<file path="config.mk">
export PLATFORM = sky130hd
export DESIGN_NAME = l2_lru_flat
export DESIGN_NICKNAME = d
export VERILOG_FILES = /design/src/verilog/l2_pkg.sv /design/src/verilog/l2_if.sv /design/src/verilog/l2_lru.sv /design/src/flat_wrapper.sv
export VERILOG_INCLUDE_DIRS = /design/src /design/src/verilog
export SDC_FILE = /design/constraint.sdc
export NUM_CORES = 1
export LEC_CHECK = 0
export BUFFER_PORTS_ARGS = -buffer_cell sky130_fd_sc_hd__buf_4
export CAP_MARGIN = 20
export CORE_MARGIN = 5
export CORE_UTILIZATION = 45
export DETAILED_ROUTE_END_ITERATION = 6
export GPL_ROUTABILITY_DRIVEN = 0
export PLACE_DENSITY_LB_ADDON = 0.1
export SLEW_MARGIN = 15
export SYNTH_ARGS = -nofsm -noshare
export SYNTH_HDL_FRONTEND = slang
export SYNTH_SLANG_ARGS = --single-unit
</file>
<file path="constraint.sdc">
create_clock -name CLK -period 5.9 [get_ports CLK]
set_input_delay 1.18 -clock CLK [delete_from_list [all_inputs] [get_ports CLK]]
set_output_delay 1.18 -clock CLK [all_outputs]
set_load 0.05 [all_outputs]
</file>
<file path="src/verilog/l2_defines.svh">
// L2 cache geometry macros
`ifndef L2_DEFINES_SVH
`define L2_DEFINES_SVH

////////////////////////////////////////////////////////////////////////////
// Geometry
////////////////////////////////////////////////////////////////////////////
`define L2_WORD_W   32                      // Data and address width
`define L2_SETS     8
`define L2_WAYS     4
`define L2_BLOCK    4                       // Words per line

////////////////////////////////////////////////////////////////////////////
// Address field widths
////////////////////////////////////////////////////////////////////////////
`define L2_SET_BITS  $clog2(`L2_SETS)
`define L2_WORD_BITS $clog2(`L2_BLOCK)
`define L2_TAG_BITS  (`L2_WORD_W - `L2_SET_BITS - `L2_WORD_BITS - 2)

`define L2_NONCACHE_BASE 32'h8000_0000      // First uncached address

`endif
</file>
<file path="src/verilog/l2_pkg.sv">
// L2 cache shared types
`include "l2_defines.svh"

package l2_pkg;

    // Data word on both buses
    typedef logic [`L2_WORD_W-1:0] word_t;

    // Way index within a set
    typedef logic [$clog2(`L2_WAYS)-1:0] way_t;

    // Controller states
    typedef enum logic [1:0] {
        IDLE,                               // Hits served here
        WRITEBACK,                          // Dirty victim to memory
        FETCH,                              // New line from memory
        BYPASS                              // Uncached single transfer
    } ctrl_state_t;

    // Decoded byte address
    typedef struct packed {
        logic [`L2_TAG_BITS-1:0]  tag;
        logic [`L2_SET_BITS-1:0]  set;
        logic [`L2_WORD_BITS-1:0] word;
        logic [1:0]               byte_off;
    } l2_addr_t;

endpackage

</file>
<file path="src/verilog/l2_if.sv">
// L2 cache internal interfaces
`timescale 1ns/1ps
`include "l2_defines.svh"


////////////////////////////////////////////////////////////////////////////
// Controller to LRU
////////////////////////////////////////////////////////////////////////////
interface l2_repl_if;
    logic [`L2_SET_BITS-1:0] set;
    logic                    touch;             // Move touch_way to MRU
    l2_pkg::way_t            touch_way;
    l2_pkg::way_t            victim;            // LRU head of the set

    modport ctrl (output set, touch, touch_way, input victim);
    modport lru  (input set, touch, touch_way, output victim);
endinterface

</file>
<file path="src/verilog/l2_lru.sv">
// L2 true-LRU order lists
`timescale 1ns/1ps
`include "l2_defines.svh"

module l2_lru (
    input  logic     CLK,
    input  logic     nRST,
    l2_repl_if.lru   repl
);

    // Index 0 is the victim, the last index the most recently used
    l2_pkg::way_t [`L2_WAYS-1:0] order [`L2_SETS];

    l2_pkg::way_t [`L2_WAYS-1:0] cur_list;
    l2_pkg::way_t [`L2_WAYS-1:0] next_list;
    l2_pkg::way_t                pos;       // Slot of touch_way in cur_list

    assign cur_list    = order[repl.set];
    assign repl.victim = cur_list[0];

    ////////////////////////////////////////////////////////////////////////
    // Move touched way to the tail
    ////////////////////////////////////////////////////////////////////////
    always_comb begin
        pos = '0;
        for (int i = 0; i < `L2_WAYS; i++) begin
            if (cur_list[i] == repl.touch_way) begin
                pos = l2_pkg::way_t'(i);
            end
        end
        for (int i = 0; i < `L2_WAYS - 1; i++) begin
            next_list[i] = (i < pos) ? cur_list[i] : cur_list[i+1];  // Close the gap
        end
        next_list[`L2_WAYS-1] = repl.touch_way;
    end

    always_ff @(posedge CLK, negedge nRST) begin
        if (!nRST) begin
            for (int s = 0; s < `L2_SETS; s++) begin
                for (int w = 0; w < `L2_WAYS; w++) begin
                    order[s][w] <= l2_pkg::way_t'(w);   // Way 0 first victim
                end
            end
        end else if (repl.touch) begin
            order[repl.set] <= next_list;
        end
    end

endmodule

</file>
<file path="src/flat_wrapper.sv">
// flat-port wrapper written by rule: the top's interface ports become plain ports
module l2_lru_flat 
  (CLK, nRST, repl_set, repl_touch, repl_touch_way, repl_victim);
  l2_repl_if repl_i ();
  input  logic CLK;
  input  logic nRST;
  input wire logic [$bits(repl_i.set)-1:0] repl_set;
  input wire logic [$bits(repl_i.touch)-1:0] repl_touch;
  input wire logic [$bits(repl_i.touch_way)-1:0] repl_touch_way;
  output wire logic [$bits(repl_i.victim)-1:0] repl_victim;
  assign repl_i.set = repl_set;
  assign repl_i.touch = repl_touch;
  assign repl_i.touch_way = repl_touch_way;
  assign repl_victim = repl_i.victim;
  l2_lru u_core (.CLK(CLK), .nRST(nRST), .repl(repl_i));
endmodule
</file>
Word level (Yosys, flattened, before mapping)
Index checks and enable logic that the tools add are counted.

Register bits after elaboration: 64. Bits of input ports: 8.

Order comparisons: 5. Equality and inequality tests: 3. Multiplexer cells: 12. Bitwise logic cells: 1. Reductions and logical operators: 1.

Operators with widths (count): bitwise mux 64 bit (1); binary-select mux 8 bit (select 3 bit) (1); demux 8 bit (select 3 bit) (1); 2-to-1 mux 8 bit (3); 2-to-1 mux 2 bit (5); == test 2 bit (3); >= comparator 4 bit (second input constant) (1); less-than comparator 1 x 2 -> 1 bit (first input constant) (2); less-than comparator 4 x 1 -> 1 bit (second input constant) (1); NOT 3 -> 4 bit (1); less-than comparator 2 bit (first input constant) (1); logical AND 1 bit (1); 2-to-1 mux 1 bit (1).

Logic depth before layout (Yosys ltp)
Gate-level depths: netlist of the first run.

Word-level depth: 11. Gate-level depth with buffers: 10. Mapped depth without buffers: 6.

Least setup slack after synthesis of the first run
Ideal clock, no wire load.

Path kind: input port to output port. Start: in repl_set[0]. End: out repl_victim[1]. Data arrival time: 2722 ps. Required time: 4720 ps. Path slack: 1998 ps. Stages on the path: 7. Path through: buf_6 > buf_12 > buf_4 > clkbuf_1 > o211ai_1 > a22o_1 > clkbuf_1.

Longest elaborated chain between the ends: 4.

RTL lines: from (decl) (line flat_wrapper.sv:7) `input wire logic [$bits(repl_i.set)-1:0] repl_set;`; NOT 3 -> 4 bit (implied by the code) (line l2_lru.sv:18) `assign cur_list = order[repl.set];`; binary-select mux 8 bit (select 3 bit) (line l2_lru.sv:18); 2-to-1 mux 8 bit (implied by the code) (2 in a row) (line l2_lru.sv:18); to (decl) (line flat_wrapper.sv:10) `output wire logic [$bits(repl_i.victim)-1:0] repl_victim;`.

No other way between the ends. The select of a mux whose other input is x is not followed.

Final worst setup path of the first run
Start: in repl_set[1]. End: out repl_victim[0].

Same word-level chain as after synthesis.

==> flow_summary.ini, run 1 <==
[drt]
drc_errors = 0
via_per_inst = 5.77
totalWireLength_um = 8860
wl_per_cell_um = 18.7
antenna_left = 0
first_iter_violations = 162
first_pass_iters = 5
vias = 2733

[sta]
rsz0062_at_grt = false
maxSlewViolCount = 0
skew_ns = 0.00861
tns_ns = 0
period_share = 0.650
fmax_mhz = 261
worst_pin_slew_ns = 0.904
slew_headroom = 0.397
period_needed_ns = 3.83
setup_viol = 0
final_hold_viol_count = 0

[critical_path]
crit_type = in2out
cp.arrival_ns = 2.65
cp-start-kind = primary input
reg2reg_depth = 6
r2r-end = u_core.order[41]
crit_start = repl_set[1]
cp_max_fo = 29
reg2reg_from = u_core.order[58]
endpoint_kind = primary output
endpoint = repl_victim[0]
cp_data_required_time_ns = 4.72
r2r_setup_slack_ns = 3.24

[yosys]
synth_top_cells_by_area = dfstp_2, dfrtp_1, nand2_1
synthTopCellsByCount = nand2_1, o21ai_0, dfrtp_1, dfstp_2, nor2_1
yosysSeqAreaShare = 0.453
synth_cell_types = 44
syn-cell-area_um2 = 3620
yosysWarnings = 0
syn_nets = 381
synth_top_area_frac = 0.232
yosysTopAreaCell = dfstp_2
synth_edf_count = 0
synth_top_flop_cell = dfstp_2
yosysMostFrequentCell = nand2_1
async_flop_share = 1.00
syn_inst = 373
ys_seq_elements = 64
avgSynthCellArea_um2 = 9.71

[run_status]
outcome = finished, final reports clean

[power_and_ir_drop]
max-vdd-ir-drop_mv = 0.126
cellLeakagePower_nw = 1.58
power.density_nw_per_um2 = 399

[clocking]
cts_hold_buf = 0
post_cts_buffers = 0
root_buffer = clkbuf_8
htree_num_levels = 3
cts_resized = 0
clkSinkCount = 64
clockBufferDepth = 2
cts_tree = yes
clkTransAtPathRegs_ns = 0.07
insertion_delay_ns = 0.35
cts-buffers-inserted = 9

[job]
maxCapViolCount = 0

[global_route]
grt_util_met3 = 0.0316
grt_pass1_wl_um = 14500
track_usage = 0.191
grt_overflow_total = 0
met1_usage = 0.272
grt_max_degree = 65
grt_most_used_layer = met2
grtUsageMet2 = 0.288
antenna_found_initial = 0
first_global_vias = 2601

[final_layout]
largest_register_ffs = 64
largest_registers = u_core.order (64)
largest-register = u_core.order
syn2layout_area_growth_pct = 7.46
drive_above_1_share = 0.231
final_nets = 375
fill_cells = 741
design_area_um2 = 3890
seq_area_um2 = 1640
multi_input_area_um2 = 1820
antenna_cells = 0

[die]
die_w_um = 99.7
dieHeight_um = 99.7
start_util = 0.466
core_area_um2 = 7770
ios = 10
fp-row-count = 32
die-area_um2 = 9950

[placement]
portBuffers = 9
hpwl_um = 5790
postPlaceCellArea_um2 = 3670

[min_path]
hp-class = reg2reg
[stage by stage]
stage	instances	power [mW]	utilization	hold slack, ns	setup WS (ns)
after floorplan	373	1.06	-	0.449	2.00
after global placement	458	1.15	0.473	0.463	2.04
after detailed placement	458	1.17	0.473	0.473	1.91
after CTS	474	1.56	0.500	0.483	2.07
after global routing	474	1.65	0.501	0.498	2.02
final	474	1.55	0.501	0.480	2.07
[worst min path at each step]
stage                                  end  cells after the start             start
after floorplan           u_core.order[12]                      2  u_core.order[12]
after global placement    u_core.order[60]                      2  u_core.order[60]
after detailed placement  u_core.order[26]                      2  u_core.order[26]
after CTS                 u_core.order[26]                      2  u_core.order[26]
after global routing      u_core.order[58]                      2  u_core.order[58]
final                     u_core.order[26]                      2  u_core.order[26]
[cell families after synthesis]
logic type / synth area share
xor+xnor: 0.0366
compound gates: 0.209
simple gates: 0.153
flops: 0.453
mux: 0.101
buf+inv: 0.0473
[power breakdown]
part | internal, mW | total, mW | switching (mW) | leakage, nW
Sequential | 0.606 | 0.680 | 0.0740 | 0.741
Combinational | 0.185 | 0.482 | 0.297 | 0.728
Clock | 0.224 | 0.393 | 0.169 | 0.111
[layer usage]
| metal | share of wire | wire length, um |
|---|---|---|
| met5 | 0 | 0 |
| met2 | 0.45 | 4010 |
| met4 | 0.021 | 188 |
| met3 | 0.048 | 426 |
| met1 | 0.48 | 4230 |
[cell type report]
cell class                 instances  area share
inverter                           7     0.00675
sequential                        64       0.422
tap                              102      0.0328
clock buffer                      15      0.0533
multi-input combinational        276       0.467
clock inverter                     1     0.00129
timing repair buffer               9      0.0174
[worst max-delay path, stage by stage]
cell and delay (ns):
buf_4 0.34, mux4_2 0.54, mux2_2 0.36, buf_4 0.22
[cells in the final DEF, fill, tap and decap left out, types with 2 or more instances in the layout]
cell type | Yosys | routed
o211ai_1 | 24 | 24
clkbuf_8 | 0 | 13
o211ai_2 | 10 | 10
a21oi_1 | 5 | 5
a31oi_1 | 8 | 8
inv_1 | 7 | 7
xnor2_2 | 2 | 3
buf_4 | 1 | 9
nor2b_1 | 3 | 3
dfrtp_1 | 32 | 32
a22o_1 | 3 | 3
o32ai_1 | 2 | 2
nand2b_1 | 3 | 3
nor2_1 | 32 | 32
o21ai_0 | 42 | 42
nor3_1 | 2 | 2
nand3_1 | 9 | 9
mux4_2 | 6 | 6
dfstp_2 | 32 | 32
nand2_1 | 81 | 81
mux2i_1 | 22 | 22
xnor2_4 | 3 | 3
No activity file was read; power rests on OpenSTA's default activity.
==> inputs of run 2 (changes only) <==
==> constraint.sdc (replaced) <==
create_clock -name CLK -period 3.25 [get_ports CLK]
set_input_delay 0.65 -clock CLK [delete_from_list [all_inputs] [get_ports CLK]]
set_output_delay 0.65 -clock CLK [all_outputs]
set_load 0.05 [all_outputs]
==> run 2 against run 1 <==
Compared with the run above:
- clock power up 97%
- sequential share of layout area down 0.85 points
- die area unchanged
- design area up 2.1%
- setup slack worse by 1.6 ns
- sequential power up 81%
- global-route usage up 0.92 points
- critical path depth unchanged
- non-clock buffer count up 10
- sequential cell count unchanged
- register-to-register slack worse by 2.3 ns
- largest power group unchanged
==> flow_summary.ini, run 2 (synthesis results as in run 1) <==
[run_status]
outcome = finished, final reports clean

[clocking]
htree_num_levels = 3
clkTransAtPathRegs_ns = 0.07
cts_hold_buf = 0
cts-buffers-inserted = 9
cts_resized = 0
clockBufferDepth = 2
cts_tree = yes
root_buffer = clkbuf_8
post_cts_buffers = 0
clkSinkCount = 64
insertion_delay_ns = 0.34

[die]
core_area_um2 = 7770
start_util = 0.466
die-area_um2 = 9950
ios = 10
fp-row-count = 32
dieHeight_um = 99.7
die_w_um = 99.7

[critical_path]
cp_max_fo = 29
r2r-end = u_core.order[45]
cp_data_required_time_ns = 2.60
crit_type = in2out
slowest_stage = mux4_2
reg2reg_from = u_core.order[54]
path_buf_inv = 2
critPathTopFamily = multiplexers
r2r_setup_slack_ns = 0.93
cp-start-kind = primary input
reg2reg_depth = 6
cp.arrival_ns = 2.17
max_stage_delay_ns = 0.56
cpMostUsedCell = buf_4
endpoint_kind = primary output
path_cells = buf_4 -> mux4_2 -> mux2_2 -> buf_4

[final_layout]
syn2layout_area_growth_pct = 9.67
largest_register_ffs = 64
final_nets = 385
largest_registers = u_core.order (64)
mostFrequentLayoutCells = nand2_1, o21ai_0, nor2_1, dfrtp_1, dfstp_2
fin_cells = 484
design_area_um2 = 3970
drive_above_1_share = 0.249
antenna_cells = 0
largest-register = u_core.order
final_common_cell = nand2_1

[global_route]
grt_overflow_total = 0
first_global_vias = 2783
antenna_found_initial = 0
track_usage = 0.200
grt_max_degree = 65
grt_pass1_wl_um = 15400

[power_and_ir_drop]
total_power_mw = 2.94
cellLeakagePower_nw = 1.63
max-vdd-ir-drop_mv = 0.246
power.density_nw_per_um2 = 740

[drt]
via_per_inst = 5.71
totalWireLength_um = 9190
wl_per_cell_um = 19.0
vias = 2764
drc_errors = 0
first_iter_violations = 177
first_pass_iters = 4
antenna_left = 0

[min_path]
hp-class = in2async

[sta]
worst_pin_slew_ns = 0.829
maxSlewViolCount = 0
skew_ns = 0.0116
slew_headroom = 0.448
setup_viol = 0
fmax_mhz = 354
tns_ns = 0
period_share = 0.869
fin_ws_ns = 0.427
period_needed_ns = 2.82
final_hold_viol_count = 0
rsz0062_at_grt = false

[placement]
hpwl_um = 6070
portBuffers = 9
dp_cells = 468
postPlaceCellArea_um2 = 3750
preCtsSetupSlack_ns = 0.387

[job]
maxCapViolCount = 0
==> run 2: cell types whose count changed in the layout (fill, tap and decap cells not counted), sizes merged <==
| cell | change |
|---|---|
| buf | +10 |
| bufinv | +1 |
| clkbuf | -2 |
| inv | +1 |
==> run 2: per-stage QoR <==
stage | utilization | hold WS (ns)
after floorplan | - | 0.354
after global placement | 0.483 | 0.463
after detailed placement | 0.483 | 0.470
after CTS | 0.512 | 0.435
after global routing | 0.512 | 0.473
final | 0.512 | 0.409
==> run 2: worst max-delay path by stage <==
| stage | slack, ns | start | endpoint | cells past startpoint |
|---|---|---|---|---|
| finish | 0.43 | repl_set[1] | repl_victim[0] | 4 |
| global route | 0.38 | repl_set[1] | repl_victim[0] | 4 |
| CTS | 0.44 | repl_set[1] | repl_victim[0] | 4 |
| detailed placement | 0.39 | repl_set[0] | u_core.order[45] | 7 |
| global placement | 0.44 | repl_set[2] | u_core.order[50] | 7 |
| floorplan | 0.41 | repl_set[0] | repl_victim[1] | 7 |
==> run 2: metal layers <==
metal	share of wire	GRT usage	vias up	wire (um)
met5	0	0	-	0
li1	-	-	1335	-
met4	0.013	0.0714	0	123
met2	0.45	0.284	65	4150
met1	0.48	0.301	1354	4420
met3	0.054	0.0400	10	498
==> run 2: layout make-up <==
type	count	area, um2
clock buffer	13	180
timing repair buffer	19	143
fill	711	3790
inverter	7	26.3
tap	102	128
multi-input combinational	276	1810
clock inverter	3	45.0
sequential	64	1640
==> run 2: report_power, final <==
group          total, mW  internal (mW)  switching [mW]
combinational      0.936          0.368           0.568
sequential          1.23           1.10           0.131
clock              0.774          0.446           0.329
