$ cat config.mk
export PLATFORM = sky130hd
export DESIGN_NAME = l2_controller_flat
export DESIGN_NICKNAME = d
export VERILOG_FILES = /design/src/verilog/l2_pkg.sv /design/src/verilog/l2_if.sv /design/src/verilog/l2_controller.sv /design/src/flat_wrapper.sv
export VERILOG_INCLUDE_DIRS = /design/src /design/src/verilog
export SDC_FILE = /design/constraint.sdc
export NUM_CORES = 1
export LEC_CHECK = 0
export BUFFER_PORTS_ARGS = -buffer_cell sky130_fd_sc_hd__buf_2
export CAP_MARGIN = 20
export CORE_AREA = 2 2 158 160
export CTS_CLUSTER_SIZE = 14
export DETAILED_ROUTE_END_ITERATION = 6
export DIE_AREA = 0 0 160 162
export GPL_ROUTABILITY_DRIVEN = 0
export PLACE_DENSITY_LB_ADDON = 0.1
export SLEW_MARGIN = 20
export SYNTH_ARGS = -nofsm -noshare
export SYNTH_HDL_FRONTEND = slang
export SYNTH_SLANG_ARGS = --single-unit
$ cat constraint.sdc
create_clock -name CLK -period 9.3 [get_ports CLK]
set_input_delay 0.93 -clock CLK [delete_from_list [all_inputs] [get_ports CLK]]
set_output_delay 0.93 -clock CLK [all_outputs]
set_load 0.005 [all_outputs]
$ cat src/verilog/l2_defines.svh
// L2 cache geometry macros
`ifndef L2_DEFINES_SVH
`define L2_DEFINES_SVH

////////////////////////////////////////////////////////////////////////////
// Geometry
////////////////////////////////////////////////////////////////////////////
`define L2_WORD_W   32                      // Data and address width
`define L2_SETS     8
`define L2_WAYS     4
`define L2_BLOCK    4                       // Words per line

////////////////////////////////////////////////////////////////////////////
// Address field widths
////////////////////////////////////////////////////////////////////////////
`define L2_SET_BITS  $clog2(`L2_SETS)
`define L2_WORD_BITS $clog2(`L2_BLOCK)
`define L2_TAG_BITS  (`L2_WORD_W - `L2_SET_BITS - `L2_WORD_BITS - 2)

`define L2_NONCACHE_BASE 32'h8000_0000      // First uncached address

`endif
$ cat src/verilog/l2_pkg.sv
// L2 cache shared types
`include "l2_defines.svh"

package l2_pkg;

    // Data word on both buses
    typedef logic [`L2_WORD_W-1:0] word_t;

    // Way index within a set
    typedef logic [$clog2(`L2_WAYS)-1:0] way_t;

    // Controller states
    typedef enum logic [1:0] {
        IDLE,                               // Hits served here
        WRITEBACK,                          // Dirty victim to memory
        FETCH,                              // New line from memory
        BYPASS                              // Uncached single transfer
    } ctrl_state_t;

    // Decoded byte address
    typedef struct packed {
        logic [`L2_TAG_BITS-1:0]  tag;
        logic [`L2_SET_BITS-1:0]  set;
        logic [`L2_WORD_BITS-1:0] word;
        logic [1:0]               byte_off;
    } l2_addr_t;

endpackage

$ cat src/verilog/l2_if.sv
// L2 cache internal interfaces
`timescale 1ns/1ps
`include "l2_defines.svh"

////////////////////////////////////////////////////////////////////////////
// Controller to line store
////////////////////////////////////////////////////////////////////////////
interface l2_array_if;
    l2_pkg::l2_addr_t          lookup_addr;     // Selects set, tag and word
    logic                      fill_we;
    l2_pkg::way_t              fill_way;        // Victim way being refilled
    logic [`L2_WORD_BITS-1:0]  fill_word;
    l2_pkg::word_t             fill_data;
    logic                      hit_we;
    l2_pkg::word_t             hit_wdata;
    logic                      tag_we;          // Install tag and set valid
    logic                      mark_clean;
    logic [`L2_WORD_BITS-1:0]  wb_word;
    logic                      hit;
    l2_pkg::way_t              hit_way;
    l2_pkg::word_t             hit_data;
    logic                      victim_dirty;
    logic [`L2_TAG_BITS-1:0]   victim_tag;
    l2_pkg::word_t             wb_data;

    modport ctrl (
        output lookup_addr, fill_we, fill_way, fill_word, fill_data,
        output hit_we, hit_wdata, tag_we, mark_clean, wb_word,
        input  hit, hit_way, hit_data, victim_dirty, victim_tag, wb_data
    );

    modport store (
        input  lookup_addr, fill_we, fill_way, fill_word, fill_data,
        input  hit_we, hit_wdata, tag_we, mark_clean, wb_word,
        output hit, hit_way, hit_data, victim_dirty, victim_tag, wb_data
    );
endinterface

////////////////////////////////////////////////////////////////////////////
// Controller to LRU
////////////////////////////////////////////////////////////////////////////
interface l2_repl_if;
    logic [`L2_SET_BITS-1:0] set;
    logic                    touch;             // Move touch_way to MRU
    l2_pkg::way_t            touch_way;
    l2_pkg::way_t            victim;            // LRU head of the set

    modport ctrl (output set, touch, touch_way, input victim);
    modport lru  (input set, touch, touch_way, output victim);
endinterface

$ cat src/verilog/l2_controller.sv
// L2 cache controller
`timescale 1ns/1ps
`include "l2_defines.svh"

module l2_controller (
    input  logic           CLK,
    input  logic           nRST,
    // Processor side
    input  logic           proc_ren,
    input  logic           proc_wen,
    input  l2_pkg::word_t  proc_addr,
    input  l2_pkg::word_t  proc_wdata,
    output l2_pkg::word_t  proc_rdata,
    output logic           proc_busy,
    // Memory side
    output logic           mem_ren,
    output logic           mem_wen,
    output l2_pkg::word_t  mem_addr,
    output l2_pkg::word_t  mem_wdata,
    input  l2_pkg::word_t  mem_rdata,
    input  logic           mem_busy,
    l2_array_if.ctrl       arr,
    l2_repl_if.ctrl        repl
);

    l2_pkg::ctrl_state_t       state;
    l2_pkg::ctrl_state_t       next_state;
    logic [`L2_WORD_BITS-1:0]  word_cnt;
    l2_pkg::l2_addr_t          cur_addr;
    l2_pkg::l2_addr_t          line_addr;       // Missed line, word cleared
    l2_pkg::l2_addr_t          look_addr;
    l2_pkg::way_t              vict_way;
    logic                      req;
    logic                      uncached;
    logic                      start_miss;
    logic                      word_step;
    logic                      last_word;

    assign cur_addr   = proc_addr;
    assign req        = proc_ren || proc_wen;
    assign uncached   = (proc_addr >= `L2_NONCACHE_BASE);
    assign start_miss = (state == l2_pkg::IDLE) && req && !uncached && !arr.hit;
    assign word_step  = ((state == l2_pkg::WRITEBACK) || (state == l2_pkg::FETCH)) && !mem_busy;
    assign last_word  = (word_cnt == (`L2_WORD_BITS)'(`L2_BLOCK - 1));

    // Live address while idle, latched line during a miss
    assign look_addr = (state == l2_pkg::IDLE) ? cur_addr : line_addr;

    assign arr.lookup_addr = look_addr;
    assign arr.fill_way    = vict_way;
    assign arr.fill_word   = word_cnt;
    assign arr.fill_data   = mem_rdata;
    assign arr.wb_word     = word_cnt;
    assign arr.hit_wdata   = proc_wdata;
    assign repl.set        = look_addr.set;

    ////////////////////////////////////////////////////////////////////////
    // State and word counter
    ////////////////////////////////////////////////////////////////////////
    always_ff @(posedge CLK, negedge nRST) begin
        if (!nRST) begin
            state    <= l2_pkg::IDLE;
            word_cnt <= '0;
        end else begin
            state <= next_state;
            if (word_step) begin
                word_cnt <= last_word ? '0 : word_cnt + 1'b1;
            end
        end
    end

    // Miss context
    always_ff @(posedge CLK) begin
        if (start_miss) begin
            line_addr <= '{tag: cur_addr.tag, set: cur_addr.set, word: '0, byte_off: '0};
            vict_way  <= repl.victim;
        end
    end

    ////////////////////////////////////////////////////////////////////////
    // Next state and bus outputs
    ////////////////////////////////////////////////////////////////////////
    always_comb begin
        next_state     = state;
        proc_busy      = 1'b1;
        proc_rdata     = arr.hit_data;
        mem_ren        = 1'b0;
        mem_wen        = 1'b0;
        mem_addr       = '0;
        mem_wdata      = '0;
        arr.fill_we    = 1'b0;
        arr.hit_we     = 1'b0;
        arr.tag_we     = 1'b0;
        arr.mark_clean = 1'b0;
        repl.touch     = 1'b0;
        repl.touch_way = arr.hit_way;

        case (state)
            l2_pkg::IDLE: begin
                if (req) begin
                    if (uncached) begin
                        next_state = l2_pkg::BYPASS;
                    end else if (arr.hit) begin
                        proc_busy  = 1'b0;          // Hit done this cycle
                        arr.hit_we = proc_wen;
                        repl.touch = 1'b1;
                    end else if (arr.victim_dirty) begin
                        next_state = l2_pkg::WRITEBACK;
                    end else begin
                        next_state = l2_pkg::FETCH;
                    end
                end
            end
            l2_pkg::WRITEBACK: begin
                mem_wen   = 1'b1;
                mem_addr  = {arr.victim_tag, line_addr.set, word_cnt, 2'b00};
                mem_wdata = arr.wb_data;
                if (!mem_busy && last_word) begin
                    arr.mark_clean = 1'b1;
                    next_state     = l2_pkg::FETCH;
                end
            end
            l2_pkg::FETCH: begin
                mem_ren     = 1'b1;
                mem_addr    = {line_addr.tag, line_addr.set, word_cnt, 2'b00};
                arr.fill_we = !mem_busy;
                if (!mem_busy && last_word) begin
                    arr.tag_we     = 1'b1;
                    repl.touch     = 1'b1;
                    repl.touch_way = vict_way;
                    next_state     = l2_pkg::IDLE;  // Access then hits
                end
            end
            l2_pkg::BYPASS: begin
                mem_ren    = proc_ren;
                mem_wen    = proc_wen;
                mem_addr   = proc_addr;
                mem_wdata  = proc_wdata;
                proc_rdata = mem_rdata;
                proc_busy  = mem_busy;
                if (!mem_busy) begin
                    next_state = l2_pkg::IDLE;
                end
            end
            default: begin
                next_state = l2_pkg::IDLE;
            end
        endcase
    end

endmodule

$ cat src/flat_wrapper.sv
// flat-port wrapper written by rule: the top's interface ports become plain ports
module l2_controller_flat 
  (CLK, nRST, proc_ren, proc_wen, proc_addr, proc_wdata, proc_rdata, proc_busy, mem_ren, mem_wen, mem_addr, mem_wdata, mem_rdata, mem_busy, arr_lookup_addr, arr_fill_we, arr_fill_way, arr_fill_word, arr_fill_data, arr_hit_we, arr_hit_wdata, arr_tag_we, arr_mark_clean, arr_wb_word, arr_hit, arr_hit_way, arr_hit_data, arr_victim_dirty, arr_victim_tag, arr_wb_data, repl_set, repl_touch, repl_touch_way, repl_victim);
  l2_array_if arr_i ();
  l2_repl_if repl_i ();
  input  logic CLK;
  input  logic nRST;
  input  logic proc_ren;
  input  logic proc_wen;
  input  l2_pkg::word_t proc_addr;
  input  l2_pkg::word_t proc_wdata;
  output l2_pkg::word_t proc_rdata;
  output logic proc_busy;
  output logic mem_ren;
  output logic mem_wen;
  output l2_pkg::word_t mem_addr;
  output l2_pkg::word_t mem_wdata;
  input  l2_pkg::word_t mem_rdata;
  input  logic mem_busy;
  output wire logic [$bits(arr_i.lookup_addr)-1:0] arr_lookup_addr;
  output wire logic [$bits(arr_i.fill_we)-1:0] arr_fill_we;
  output wire logic [$bits(arr_i.fill_way)-1:0] arr_fill_way;
  output wire logic [$bits(arr_i.fill_word)-1:0] arr_fill_word;
  output wire logic [$bits(arr_i.fill_data)-1:0] arr_fill_data;
  output wire logic [$bits(arr_i.hit_we)-1:0] arr_hit_we;
  output wire logic [$bits(arr_i.hit_wdata)-1:0] arr_hit_wdata;
  output wire logic [$bits(arr_i.tag_we)-1:0] arr_tag_we;
  output wire logic [$bits(arr_i.mark_clean)-1:0] arr_mark_clean;
  output wire logic [$bits(arr_i.wb_word)-1:0] arr_wb_word;
  input wire logic [$bits(arr_i.hit)-1:0] arr_hit;
  input wire logic [$bits(arr_i.hit_way)-1:0] arr_hit_way;
  input wire logic [$bits(arr_i.hit_data)-1:0] arr_hit_data;
  input wire logic [$bits(arr_i.victim_dirty)-1:0] arr_victim_dirty;
  input wire logic [$bits(arr_i.victim_tag)-1:0] arr_victim_tag;
  input wire logic [$bits(arr_i.wb_data)-1:0] arr_wb_data;
  output wire logic [$bits(repl_i.set)-1:0] repl_set;
  output wire logic [$bits(repl_i.touch)-1:0] repl_touch;
  output wire logic [$bits(repl_i.touch_way)-1:0] repl_touch_way;
  input wire logic [$bits(repl_i.victim)-1:0] repl_victim;
  assign arr_lookup_addr = arr_i.lookup_addr;
  assign arr_fill_we = arr_i.fill_we;
  assign arr_fill_way = arr_i.fill_way;
  assign arr_fill_word = arr_i.fill_word;
  assign arr_fill_data = arr_i.fill_data;
  assign arr_hit_we = arr_i.hit_we;
  assign arr_hit_wdata = arr_i.hit_wdata;
  assign arr_tag_we = arr_i.tag_we;
  assign arr_mark_clean = arr_i.mark_clean;
  assign arr_wb_word = arr_i.wb_word;
  assign arr_i.hit = arr_hit;
  assign arr_i.hit_way = arr_hit_way;
  assign arr_i.hit_data = arr_hit_data;
  assign arr_i.victim_dirty = arr_victim_dirty;
  assign arr_i.victim_tag = arr_victim_tag;
  assign arr_i.wb_data = arr_wb_data;
  assign repl_set = repl_i.set;
  assign repl_touch = repl_i.touch;
  assign repl_touch_way = repl_i.touch_way;
  assign repl_i.victim = repl_victim;
  l2_controller u_core (.CLK(CLK), .nRST(nRST), .proc_ren(proc_ren), .proc_wen(proc_wen), .proc_addr(proc_addr), .proc_wdata(proc_wdata), .proc_rdata(proc_rdata), .proc_busy(proc_busy), .mem_ren(mem_ren), .mem_wen(mem_wen), .mem_addr(mem_addr), .mem_wdata(mem_wdata), .mem_rdata(mem_rdata), .mem_busy(mem_busy), .arr(arr_i), .repl(repl_i));
endmodule
Yosys cells after proc, flatten, opt, wreduce, memory -nomap -nowiden --
Index checks and enable logic that the tools add are counted.
Storage, ports and cells: register bits 34, input bits 196
Cells by class: add/subtract/negate cells 1, mux-type cells 33, $lt $le $gt $ge 1, reductions and logical operators 12, equality and inequality tests 9
Operators by type and width (number):
- $pmux 32 s3 | 1
- $mux 32 | 2
- $pmux 32 s2 | 1
- $ge 32x32->1 const B | 1
- $mux 2 | 10
- $mux 1 | 14
- $pmux 1 s2 | 4
- $pmux 2 s4 | 1
- $eq 2x2->1 const B | 3
- $ne 2x2->1 const B | 3
- $logic_and 1x1->1 | 5
- $reduce_and 5->1 | 1
- $logic_not 1->1 | 3
- $ne 3x2->1 const B | 1
- $add 2x1->2 const B | 1
- $eq 2x1->1 const B | 1
- $logic_not 2->1 | 1
- $logic_or 1x1->1 | 2
- $ne 2x1->1 const B | 1

Depth between registers and ports, before layout --
depth in word-level cells 5, depth in mapped cells 8

Worst setup path after synthesis --
No wires, ideal clock.
path type reg2reg, start point register u_core.state[0], end point register u_core.vict_way[0] (netlist: u_core.arr.fill_way[0]), enable pin, arrival 4.165 ns, cell stages (with the launch flop) 6, path slack 4.632 ns, buffers on the path 2, period minus slack after synthesis 4.668 ns, cells stage by stage dfrtp_1 -> inv_1 -> ha_1 -> buf_2 -> clkbuf_1 -> nor4b_1
On the way: word-level cells in the longest chain between the ends 4
RTL lines:
- start, declared | RTL line l2_controller.sv:26 | l2_pkg::ctrl_state_t state;
- start signal, assigned | RTL line l2_controller.sv:62 | state <= l2_pkg::IDLE;
- start signal, assigned | RTL line l2_controller.sv:65 | state <= next_state;
- $logic_not 2->1 | RTL line l2_controller.sv:42 | assign start_miss = (state == l2_pkg::IDLE) && req && !uncached && !arr.hit;
- $logic_and 1x1->1 (3 in a row) | RTL line l2_controller.sv:42
- net u_core.start_miss | RTL line l2_controller.sv:35 | logic start_miss;
- end signal, assigned | RTL line l2_controller.sv:76 | vict_way <= repl.victim;
- end, declared | RTL line l2_controller.sv:32 | l2_pkg::way_t vict_way;
The timed path passes the listed nets, and every way through them passes these cells. A chain may end at the register's enable or synchronous reset.

Worst setup path in the final report --
start point register u_core.state[1], end point output mem_addr[3]
On the way: word-level cells in the longest chain between the ends 2, elaborated cells on any way between the ends 4, those cells by class eq/ne (3); mux (1)
RTL lines:
- $eq 2x2->1 or $eq 2x1->1 (tied branches) | RTL line l2_controller.sv:98 | case (state)
- $pmux 32 s3 (*) | RTL line l2_controller.sv:98
- end, declared | RTL line flat_wrapper.sv:16 | output l2_pkg::word_t mem_addr;
Mark *: on every way between the ends. The rest lies on a longest branch, timed or not.

==> summary.log <==
[status] outcome complete, no violations
[worst_setup_path] required time reported for the critical path endpoint 8370 ps
[worst_setup_path] endpoint of the lowest-slack register-to-register path u_core.state[1]
[floorplanning] floorplan die height 162 um
[floorplanning] die outline width 160 um
[worst_setup_path] launching element type of the critical path register
[pwr] power per cell area 226 nW/um2
[worst_setup_path] CP Data Arrival Time 2640 ps
[synthesis] Post-Synthesis Mean Instance Area 10.2 um2
[synthesis] post-synth cell types 28
[sta] Final Hold Slack 449 ps
[floorplanning] count of pins on the block boundary 407
[global_route] number of antenna violations at the first check in global routing 2
[detailed_routing] post-DR vias/cell 4.01
[clocking] TritonCTS sink count 34
[run] max-cap violations 0
[sta] Period Utilization, post-route 0.384
[detailed_routing] Vias 3895
[global_route] wire length of the first global-routing pass 23400 um
[sta] final critical path time including I/O delays and setup 3570 ps
[final_layout] Area Growth Syn to Fin 59.9%
[worst_setup_path] Register-to-Register Path Depth 7
[synthesis] number of synthesized register bits 34
[worst_setup_path] r2r startpoint u_core.state[1]
[final_layout] fin nets 848
[worst_hold_path] Min-Delay Path Class input port to async pin
[synthesis] nets in the synthesized netlist 529
[clocking] clock root buffer sky130_fd_sc_hd__clkbuf_16
[synthesis] total standard cell area after synthesis 3330 um2
[detailed_routing] DRC violations left 0
[global_route] routing usage on met2 0.223
[sta] total count of max-transition violations in the final report 0
[detailed_routing] residual antenna-violating net count after detailed routing 0
[sta] timing-limited maximum frequency 280 MHz
[final_layout] end-of-flow core utilization 0.221
[global_route] largest net degree at the start of global routing 71
[sta] count of endpoints failing hold in the final timing report 0
[floorplanning] Core Area 24100 um2
[worst_setup_path] worst setup path category register to output port
[final_layout] fraction of layout instances using a drive strength above 1 0.654
[clocking] CTS H-tree lvls 2
[clocking] clock slew seen by the registers of the worst setup and hold paths 50 ps
[global_route] Tot GR Track Use 0.116
[global_route] met1 routing resource usage after global routing 0.132
[sta] worst max-slew margin expressed relative to the limit 0.484
[global_route] met3 usage 0.0220
[worst_setup_path] worst-path fanout max 38
[pwr] leakage dissipation 2.74 nW
[floorplanning] row cnt 57
[synthesis] sequential fraction of the synthesis area 0.300
[clocking] total clock buffers created by CTS 5
[floorplanning] Starting Density 0.138
[pwr] peak supply drop 0.000101 V
[sta] final sum of negative setup slack 0 ps
[global_route] GRT Max-Usage Layer met2
[worst_setup_path] crit end category output port
[place] DP HPWL 13400 um
[pwr] Power, Total 0.00121 W
[global_route] number of global-route vias before repair 3996
[clocking] number of gates resized after cts 0
[sta] maximum clock skew at final layout 7.12 ps
[clocking] Max Root-Sink Buffers 2
[place] count of port buffers added during placement 406
[detailed_routing] drt total wl 16200 um
[sta] Worst-Margin Slew 774 ps
[clocking] CTS tree done
[clocking] hold_buf cts 0
[worst_setup_path] Worst R2R Setup Slack 6760 ps
[clocking] insertion delay to the later sink of the worst-skew pair 280 ps
[floorplanning] Die Footprint 25900 um2
[sta] final setup violating endpoints 0
[synthesis] number of synthesis warnings 0
[synthesis] Syn Inst Count 328
[detailed_routing] iteration-0 DRC count of the detailed router 217
[clocking] buffers inserted during post-CTS setup optimization 0
[sta] unrepaired setup endpoints after global routing no
[detailed_routing] average wire per cell in the routed design 16.7 um
[global_route] aggregate global routing overflow 0
[detailed_routing] number of search-and-repair iterations in the first detailed-routing pass 6
## synth_stat cells
cell	n	area, um2
sky130_fd_sc_hd__a21oi_2	1	8.76
sky130_fd_sc_hd__mux2_1	64	721
sky130_fd_sc_hd__edfxtp_1	30	901
sky130_fd_sc_hd__dfrtp_1	4	100
sky130_fd_sc_hd__o21ai_0	3	15.0
sky130_fd_sc_hd__buf_1	4	15.0
sky130_fd_sc_hd__clkbuf_1	12	45.0
sky130_fd_sc_hd__nor2b_1	4	25.0
sky130_fd_sc_hd__or2_1	1	6.26
sky130_fd_sc_hd__ha_1	5	62.6
sky130_fd_sc_hd__a22oi_1	5	37.5
sky130_fd_sc_hd__buf_6	2	22.5
sky130_fd_sc_hd__nor2_1	32	120
sky130_fd_sc_hd__nand2_1	3	11.3
sky130_fd_sc_hd__a221o_1	1	10.0
sky130_fd_sc_hd__o21ai_1	1	5.00
sky130_fd_sc_hd__a22o_1	32	280
sky130_fd_sc_hd__and2_1	7	43.8
sky130_fd_sc_hd__o22ai_1	1	6.26
sky130_fd_sc_hd__inv_1	3	11.3
sky130_fd_sc_hd__o21ai_2	1	8.76
sky130_fd_sc_hd__mux2i_1	2	20.0
sky130_fd_sc_hd__a222oi_1	25	250
sky130_fd_sc_hd__and3_1	1	6.26
sky130_fd_sc_hd__buf_2	12	60.1
sky130_fd_sc_hd__nor4b_1	1	8.76
sky130_fd_sc_hd__buf_4	69	518
sky130_fd_sc_hd__a21o_1	2	15.0
## power by group
part / total (W) / internal (W) / switching, W / leakage (nW)
logic: 0.000833 / 0.000397 / 0.000436 / 2.36
clock network: 0.000162 / 0.0000979 / 0.0000640 / 0.0629
registers: 0.000210 / 0.000190 / 0.0000208 / 0.321
## logic make-up after synthesis
family	synth area share
mux	0.222
simple gates	0.0664
fa+ha+maj	0.0188
buf+inv	0.201
compound gates	0.191
flops	0.300
## final cells by class
| class | instances | area (um2) |
|---|---|---|
| antenna | 1 | 2.50 |
| sequential | 34 | 1000 |
| fill | 2741 | 18800 |
| tap | 324 | 405 |
| clock inverter | 1 | 7.51 |
| timing repair buffer | 411 | 2090 |
| multi-input combinational | 192 | 1690 |
| inverter | 3 | 11.3 |
| clock buffer | 6 | 129 |
## worst max path at each step
stage                             end             from  cells past startpoint
6_report                  mem_addr[3]  u_core.state[1]                      7
4_1_cts                   mem_addr[4]  u_core.state[1]                      7
3_5_place_dp              mem_addr[4]  u_core.state[1]                      7
3_3_place_gp              mem_addr[5]  u_core.state[1]                      7
5_1_grt                   mem_addr[5]  u_core.state[1]                      7
2_1_floorplan  u_core.arr.fill_way[0]  u_core.state[0]                      5
## layer usage
metal,part of all wire,wire length (um)
met5,0,0
met4,0.014,221
met3,0.070,1130
met2,0.52,8500
met1,0.39,6340
## per-stage QoR
stage	instances	setup slack (ps)	cell area, um2
final	972	5730	5330
after global routing	972	5460	5330
after CTS	971	5640	5330
after detailed placement	964	5970	5190
after global placement	963	5990	5160
after floorplan	328	4630	3330
## cells in the final DEF, fill, tap and decap left out, drive strengths merged, types with 2 or more instances in the layout
cell	n
buf	411
mux2	64
nor2	32
a22o	32
edfxtp	30
a222oi	25
and2	7
clkbuf	6
a22oi	5
o21ai	5
ha	5
nor2b	4
dfrtp	4
inv	3
nand2	3
a21o	2
mux2i	2
## worst max-delay path, stage by stage (launching register included)
cell and delay, ps:
sky130_fd_sc_hd__dfrtp_1 410, sky130_fd_sc_hd__inv_1 120, sky130_fd_sc_hd__ha_2 500, sky130_fd_sc_hd__buf_4 500
sky130_fd_sc_hd__or2_1 420, sky130_fd_sc_hd__a22oi_1 120, sky130_fd_sc_hd__nor2_1 130, sky130_fd_sc_hd__buf_2 130
## sequential cells by signal, summed over array words and instances, names as in the netlist
name,flops
u_core.line_addr,28
u_core.arr.fill_word,2
u_core.state,2
u_core.arr.fill_way,2
No activity file was read; power rests on OpenSTA's default activity.
